File: src/mv_pkg.sv
package mv_pkg;

    //////////////////////////////////////////////////////////////////////
    // sizes
    //////////////////////////////////////////////////////////////////////

    // largest matrix side and largest vector length
    localparam int DIM    = 16;

    // one row or column index
    localparam int IDX_W  = $clog2(DIM);

    // matrix address is {row, col}
    localparam int MAT_AW = 2 * IDX_W;

    localparam int ELEM_W = 8;

    // full product width plus log2 of the column count, so no wrap at 16x16
    localparam int ACC_W  = 2 * ELEM_W + IDX_W;

    //////////////////////////////////////////////////////////////////////
    // scalar types
    //////////////////////////////////////////////////////////////////////

    typedef logic        [IDX_W-1:0]  idx_t;
    typedef logic signed [ELEM_W-1:0] elem_t;
    typedef logic signed [ACC_W-1:0]  acc_t;

    //////////////////////////////////////////////////////////////////////
    // bundles
    //////////////////////////////////////////////////////////////////////

    // job size, both counts given minus one
    typedef struct packed {
        idx_t rows_m1;
        idx_t cols_m1;
    } job_t;

    // one element pair on its way into the mac lane
    typedef struct packed {
        logic  valid;
        logic  last;
        idx_t  row;
        elem_t a;
        elem_t b;
    } mac_in_t;

endpackage

File: src/agu_next.sv
`timescale 1ns/1ns

module agu_next (
    input  logic         clk,
    input  logic         rst,
    input  logic         start_i,
    input  logic         en_i,
    input  mv_pkg::idx_t ini_i,
    input  mv_pkg::idx_t fin_i,
    output mv_pkg::idx_t data_o,
    output logic         next_o,
    output logic         last_o
);

    mv_pkg::idx_t idx_q;
    // final value kept so the job input may move after start
    mv_pkg::idx_t fin_q;

    // wrap point reached on an enabled cycle
    assign last_o = en_i & (idx_q == fin_q);
    assign next_o = en_i & ~last_o;
    assign data_o = idx_q;

    //////////////////////////////////////////////////////////////////////
    // index register
    //////////////////////////////////////////////////////////////////////

    always_ff @(posedge clk) begin
        if (rst) begin
            idx_q <= '0;
            fin_q <= '0;
        end else if (start_i) begin
            // a start always wins, also mid loop
            idx_q <= ini_i;
            fin_q <= fin_i;
        end else if (last_o) begin
            idx_q <= ini_i;
        end else if (next_o) begin
            idx_q <= idx_q + 1'b1;
        end
    end

endmodule

File: src/exe_ctrl.sv
`timescale 1ns/1ns

module exe_ctrl (
    input  logic         clk,
    input  logic         rst,
    input  logic         src_v_i,
    input  mv_pkg::job_t job_i,
    output mv_pkg::idx_t i_o,
    output mv_pkg::idx_t j_o,
    output logic         last_j_o,
    output logic         exec_o,
    output logic         k_fin_o,
    output logic         s_fin_o
);

    logic exec_q;
    logic k_fin_q;
    logic s_fin_q;
    logic last_j;
    logic last_i;
    // high from the cycle after last_i until its delayed copy
    logic fin_period_q;
    logic last_i_q;

    //////////////////////////////////////////////////////////////////////
    // loop counters
    //////////////////////////////////////////////////////////////////////

    // inner loop over columns, runs while exec is up
    agu_next col_cnt_i (
        .clk     (clk),
        .rst     (rst),
        .start_i (src_v_i),
        .en_i    (exec_q),
        .ini_i   (mv_pkg::idx_t'(0)),
        .fin_i   (job_i.cols_m1),
        .data_o  (j_o),
        .next_o  (),
        .last_o  (last_j)
    );

    // outer loop over rows, steps once per finished row
    agu_next row_cnt_i (
        .clk     (clk),
        .rst     (rst),
        .start_i (src_v_i),
        .en_i    (last_j),
        .ini_i   (mv_pkg::idx_t'(0)),
        .fin_i   (job_i.rows_m1),
        .data_o  (i_o),
        .next_o  (),
        .last_o  (last_i)
    );

    //////////////////////////////////////////////////////////////////////
    // strobes
    //////////////////////////////////////////////////////////////////////

    always_ff @(posedge clk) begin
        if (rst) begin
            exec_q       <= 1'b0;
            k_fin_q      <= 1'b0;
            last_i_q     <= 1'b0;
            fin_period_q <= 1'b0;
            s_fin_q      <= 1'b0;
        end else begin
            // up the cycle after start, down after the final element
            exec_q   <= src_v_i | (exec_q & ~last_i);
            // row done, lines up with its last read data
            k_fin_q  <= last_j;
            last_i_q <= last_i;
            if (last_i) begin
                fin_period_q <= 1'b1;
            end else if (last_i_q) begin
                fin_period_q <= 1'b0;
            end
            // two cycles after last_i, final row sum written by then
            s_fin_q  <= fin_period_q & last_i_q;
        end
    end

    assign exec_o   = exec_q;
    assign k_fin_o  = k_fin_q;
    assign s_fin_o  = s_fin_q;
    assign last_j_o = last_j;

endmodule

File: src/operand_ram.sv
`timescale 1ns/1ns

module operand_ram #(
    parameter type T  = mv_pkg::elem_t,
    parameter int  AW = 4
) (
    input  logic          clk,
    input  logic          we_i,
    input  logic [AW-1:0] waddr_i,
    input  T              wdata_i,
    input  logic [AW-1:0] raddr_i,
    output T              rdata_o
);

    T mem_q [2**AW];
    T rdata_q;

    // one write and one read port
    always_ff @(posedge clk) begin
        if (we_i) begin
            mem_q[waddr_i] <= wdata_i;
        end
    end

    // registered read, data one cycle after the address
    always_ff @(posedge clk) begin
        rdata_q <= mem_q[raddr_i];
    end

    assign rdata_o = rdata_q;

endmodule

File: src/mac_lane.sv
`timescale 1ns/1ns

module mac_lane (
    input  logic            clk,
    input  logic            rst,
    input  mv_pkg::mac_in_t in_i,
    output logic            res_we_o,
    output mv_pkg::idx_t    res_addr_o,
    output mv_pkg::acc_t    res_data_o
);

    logic signed [2*mv_pkg::ELEM_W-1:0] prod;
    mv_pkg::acc_t prod_ext;
    mv_pkg::acc_t sum_nxt;
    mv_pkg::acc_t sum_q;
    // next valid element opens a new row
    logic         first_q;
    logic         we_q;
    mv_pkg::idx_t addr_q;
    mv_pkg::acc_t data_q;

    //////////////////////////////////////////////////////////////////////
    // multiply and add
    //////////////////////////////////////////////////////////////////////

    assign prod     = $signed(in_i.a) * $signed(in_i.b);
    assign prod_ext = mv_pkg::acc_t'(prod);
    // first column replaces the sum of the previous row
    assign sum_nxt  = first_q ? prod_ext : sum_q + prod_ext;

    always_ff @(posedge clk) begin
        if (in_i.valid) begin
            sum_q <= sum_nxt;
        end
    end

    //////////////////////////////////////////////////////////////////////
    // result write port
    //////////////////////////////////////////////////////////////////////

    always_ff @(posedge clk) begin
        if (rst) begin
            first_q <= 1'b1;
            we_q    <= 1'b0;
        end else begin
            we_q <= in_i.valid & in_i.last;
            if (in_i.valid) begin
                first_q <= in_i.last;
            end
        end
    end

    // row sum and its address, held for the write cycle
    always_ff @(posedge clk) begin
        if (in_i.valid & in_i.last) begin
            addr_q <= in_i.row;
            data_q <= sum_nxt;
        end
    end

    assign res_we_o   = we_q;
    assign res_addr_o = addr_q;
    assign res_data_o = data_q;

endmodule

File: src/mv_engine_top.sv
`timescale 1ns/1ns

module mv_engine_top (
    input  logic                      clk,
    input  logic                      rst,
    input  logic                      mat_we_i,
    input  logic [mv_pkg::MAT_AW-1:0] mat_waddr_i,
    input  mv_pkg::elem_t             mat_wdata_i,
    input  logic                      vec_we_i,
    input  mv_pkg::idx_t              vec_waddr_i,
    input  mv_pkg::elem_t             vec_wdata_i,
    input  logic                      src_v_i,
    input  mv_pkg::job_t              job_i,
    input  mv_pkg::idx_t              res_raddr_i,
    output mv_pkg::acc_t              res_rdata_o,
    output logic                      exec_o,
    output logic                      k_fin_o,
    output logic                      s_fin_o
);

    mv_pkg::idx_t    row_idx;
    mv_pkg::idx_t    col_idx;
    logic            last_j;
    logic            exec;
    mv_pkg::elem_t   mat_rdata;
    mv_pkg::elem_t   vec_rdata;
    // controller outputs delayed to meet the ram read data
    logic            valid_q;
    logic            last_q;
    mv_pkg::idx_t    row_q;
    mv_pkg::mac_in_t mac_in;
    logic            res_we;
    mv_pkg::idx_t    res_waddr;
    mv_pkg::acc_t    res_wdata;

    //////////////////////////////////////////////////////////////////////
    // control
    //////////////////////////////////////////////////////////////////////

    exe_ctrl exe_ctrl_i (
        .clk      (clk),
        .rst      (rst),
        .src_v_i  (src_v_i),
        .job_i    (job_i),
        .i_o      (row_idx),
        .j_o      (col_idx),
        .last_j_o (last_j),
        .exec_o   (exec),
        .k_fin_o  (k_fin_o),
        .s_fin_o  (s_fin_o)
    );

    assign exec_o = exec;

    //////////////////////////////////////////////////////////////////////
    // operand memories
    //////////////////////////////////////////////////////////////////////

    // row index in the upper address bits
    operand_ram #(
        .T  (mv_pkg::elem_t),
        .AW (mv_pkg::MAT_AW)
    ) mat_ram_i (
        .clk     (clk),
        .we_i    (mat_we_i),
        .waddr_i (mat_waddr_i),
        .wdata_i (mat_wdata_i),
        .raddr_i ({row_idx, col_idx}),
        .rdata_o (mat_rdata)
    );

    operand_ram #(
        .T  (mv_pkg::elem_t),
        .AW (mv_pkg::IDX_W)
    ) vec_ram_i (
        .clk     (clk),
        .we_i    (vec_we_i),
        .waddr_i (vec_waddr_i),
        .wdata_i (vec_wdata_i),
        .raddr_i (col_idx),
        .rdata_o (vec_rdata)
    );

    //////////////////////////////////////////////////////////////////////
    // alignment with the read latency
    //////////////////////////////////////////////////////////////////////

    always_ff @(posedge clk) begin
        if (rst) begin
            valid_q <= 1'b0;
            last_q  <= 1'b0;
        end else begin
            valid_q <= exec;
            last_q  <= last_j;
        end
    end

    always_ff @(posedge clk) begin
        row_q <= row_idx;
    end

    always_comb begin
        mac_in.valid = valid_q;
        mac_in.last  = last_q;
        mac_in.row   = row_q;
        mac_in.a     = mat_rdata;
        mac_in.b     = vec_rdata;
    end

    //////////////////////////////////////////////////////////////////////
    // mac lane and results
    //////////////////////////////////////////////////////////////////////

    mac_lane mac_lane_i (
        .clk        (clk),
        .rst        (rst),
        .in_i       (mac_in),
        .res_we_o   (res_we),
        .res_addr_o (res_waddr),
        .res_data_o (res_wdata)
    );

    // one sum per row, read back by the host
    operand_ram #(
        .T  (mv_pkg::acc_t),
        .AW (mv_pkg::IDX_W)
    ) res_ram_i (
        .clk     (clk),
        .we_i    (res_we),
        .waddr_i (res_waddr),
        .wdata_i (res_wdata),
        .raddr_i (res_raddr_i),
        .rdata_o (res_rdata_o)
    );

endmodule

File: config.mk
export PLATFORM = sky130hd
export DESIGN_NAME = mv_engine_top
export DESIGN_NICKNAME = d
export VERILOG_FILES = /design/src/mv_pkg.sv /design/src/agu_next.sv /design/src/exe_ctrl.sv /design/src/operand_ram.sv /design/src/mac_lane.sv /design/src/mv_engine_top.sv
export SDC_FILE = /design/constraint.sdc
export NUM_CORES = 2
export LEC_CHECK = 0
export ABC_AREA = 1
export BUFFER_PORTS_ARGS = -buffer_cell sky130_fd_sc_hd__buf_4
export CAP_MARGIN = 30
export CORE_ASPECT_RATIO = 0.7
export CORE_UTILIZATION = 55
export CTS_CLUSTER_SIZE = 28
export DETAILED_ROUTE_END_ITERATION = 8
export PLACE_DENSITY = 0.82
export SKIP_LAST_GASP = 1
export SYNTH_ARGS = -nofsm -noshare
export SYNTH_HDL_FRONTEND = slang
export SYNTH_HIERARCHICAL = 1
export SYNTH_SLANG_ARGS = --single-unit
export TNS_END_PERCENT = 50
File: constraint.sdc
create_clock -name clk -period 13.3 [get_ports clk]
set_input_delay 1.995 -clock clk [delete_from_list [all_inputs] [get_ports clk]]
set_output_delay 1.995 -clock clk [all_outputs]
set_load 0.01 [all_outputs]
==> results.cfg <==
[power_and_ir_drop]
ir_worst_vdd_mv = 0.486
p_leak_nw = 44.3
power_density_nw_per_um2 = 205

[finish]
layout-drive-gt1-share_pct = 6.13
final_util_pct = 60.2
final_common_cell = nand2_1
syn_to_final_growth_pct = 8.88
nets = 9750
final_cell_area_sq_um = 120000
final_cell_mix = nand2_1 (2940), edfxtp_1 (2540), nand3_1 (2401)

[route]
drtPass1Iterations = 9
via_count = 75575
ant_nets = 0
wire_per_inst_microns = 22.8
wl_microns = 284000
viasPerCell = 6.08
drc = 0
dr.first_iter.drc_count = 12644

[worst_setup_path]
cp.arrival_ns = 6.62
cp-end-kind = flop
cpPeakStageDelay_ns = 0.64
r2r_slack_ns = 7.26
timing.rr.end = mac_lane_i/res_data_o[19]$_DFFE_PP_
reg2reg_from = mat_ram_i/rdata_o[7]$_DFF_P_
critical_path_class = reg -> reg
cp_common_cell = nand2_1
cp_slowest_cell = fa_1
worst-path-max-fanout = 8
startpoint_type = flop
cp.required_ns = 13.88
rr_worst_depth = 26

[timing]
slew_violations = 0
fin_crit_ns = 6.04
fin_tns_setup_ns = 0
hold_viol = 0
setup_viol = 0
fmax_ghz = 0.166
rsz0062_at_grt = no
worst_slew_pin_slew_ns = 1.15
maxSlewHeadroom_pct = 23.3
fin_crit_sh_pct = 45.4
skew_ns = 0.0604

[cts]
root_buffer = clkbuf_16
cts_tree = done
hold_buffers = 0
h-tree-depth = 4
worstSkewPairLatency_ns = 0.88
post_cts_buffers = 0
path_clk_slew_ns = 0.06
cts.sinks = 2605
cts_resized = 0
clockBufferDepth = 3
cts_buffers = 224

[grt]
first_global_vias = 71633
grt_pass1_wl_microns = 426000
track_usage_pct = 27.7
grt_max_degree = 221
grt-ovfl-total = 0
antenna_found_initial = 9

[floorplan]
die_h_microns = 377
die_area_sq_um = 202000
dieWidth_microns = 537
io_pins = 68
fp-row-count = 137
coreArea_sq_um = 199000
start_util_pct = 55.3

[synthesis]
syn-instance-count = 9781
syn_avg_cell_area_sq_um = 11.3
netlist_area_sq_um = 110000
ys_warn_count = 6

[min_path]
hold_class = reg -> reg
hold-path-endpoint = mac_lane_i/res_addr_o[1]$_DFFE_PP_
hold_start = row_q[1]$_DFF_P_
whs_path_depth = 0

[placement]
dp_hpwl_microns = 157000
placed_area_sq_um = 112000
place_congestion = 0.932
port_buffers = 67

[run]
max-cap-violations = 0

[outcome]
status = finished, final reports clean
-- worst max path at each step --
stage	start	endpoint	slack [ns]	cells past startpoint
2_1_floorplan	mat_ram_i/rdata_o[7]$_DFF_P_	mac_lane_i/res_data_o[19]$_DFFE_PP_	7.85	29
6_report	mat_ram_i/rdata_o[7]$_DFF_P_	mac_lane_i/res_data_o[19]$_DFFE_PP_	7.26	26
5_1_grt	mat_ram_i/rdata_o[7]$_DFF_P_	mac_lane_i/res_data_o[19]$_DFFE_PP_	6.81	28
4_1_cts	mat_ram_i/rdata_o[7]$_DFF_P_	mac_lane_i/res_data_o[19]$_DFFE_PP_	7.19	28
3_3_place_gp	mat_ram_i/rdata_o[7]$_DFF_P_	mac_lane_i/res_data_o[19]$_DFFE_PP_	7.21	28
3_5_place_dp	mat_ram_i/rdata_o[7]$_DFF_P_	mac_lane_i/res_data_o[19]$_DFFE_PP_	7.25	28
-- metrics by stage --
| stage | worst slack, ns | std cells | hold slack (ns) | power [mW] |
|---|---|---|---|---|
| 6_report | 7.26 | 12440 | 0.406 | 24.6 |
| 5_1_grt | 6.81 | 12436 | 0.418 | 26.1 |
| 4_1_cts | 7.19 | 12420 | 0.410 | 24.5 |
| 3_5_place_dp | 7.25 | 11997 | 0.390 | 17.8 |
| 3_3_place_gp | 7.21 | 11992 | 0.388 | 17.8 |
| 2_1_floorplan | 7.85 | 9788 | 0.386 | 15.7 |
-- where the power goes --
group | total [mW] | switching (mW) | internal, mW
sequential | 9.42 | 0.0949 | 9.33
clock | 6.78 | 3.03 | 3.76
combinational | 8.36 | 5.61 | 2.75
total | 24.6 | 8.73 | 15.8
-- sequential cells by signal (all words and copies together) (netlist names), 8 cells and up --
name / cells
mat_ram_i/rdata_o: 8
vec_ram_i/mem_q: 128
res_ram_i/rdata_o: 20
mac_lane_i/sum_q: 20
mat_ram_i/mem_q: 2048
vec_ram_i/rdata_o: 8
mac_lane_i/res_data_o: 20
res_ram_i/mem_q: 320
-- critical path, delay by kind of cell, from the launching register on --
kind            cells  cell delay (ns)
buf+inv             6             0.49
flops               1             0.39
fa+ha+maj           6             2.95
simple gates       10             1.11
compound gates      4             0.82
-- layout make-up --
class                   instances  area (sq um)
clock buffers                 276          5860
repair buffers                175          1790
clock inverters               147          1750
inverters                     602          2300
multi-input cells            5988         27400
diodes                          6          15.0
flip-flops and latches       2605         77600
fillers                     14603         79200
well taps                    2641          3300
-- per-layer routing --
| layer | share of wire [%] | global-route usage, % | wire, microns |
|---|---|---|---|
| met1 | 37 | 39.1 | 105000 |
| met2 | 44 | 41.2 | 126000 |
| met3 | 15 | 7.83 | 41700 |
| met4 | 3.6 | 10.1 | 10300 |
| met5 | 0 | 0 | 0 |
(Power assumes the default switching activity.)
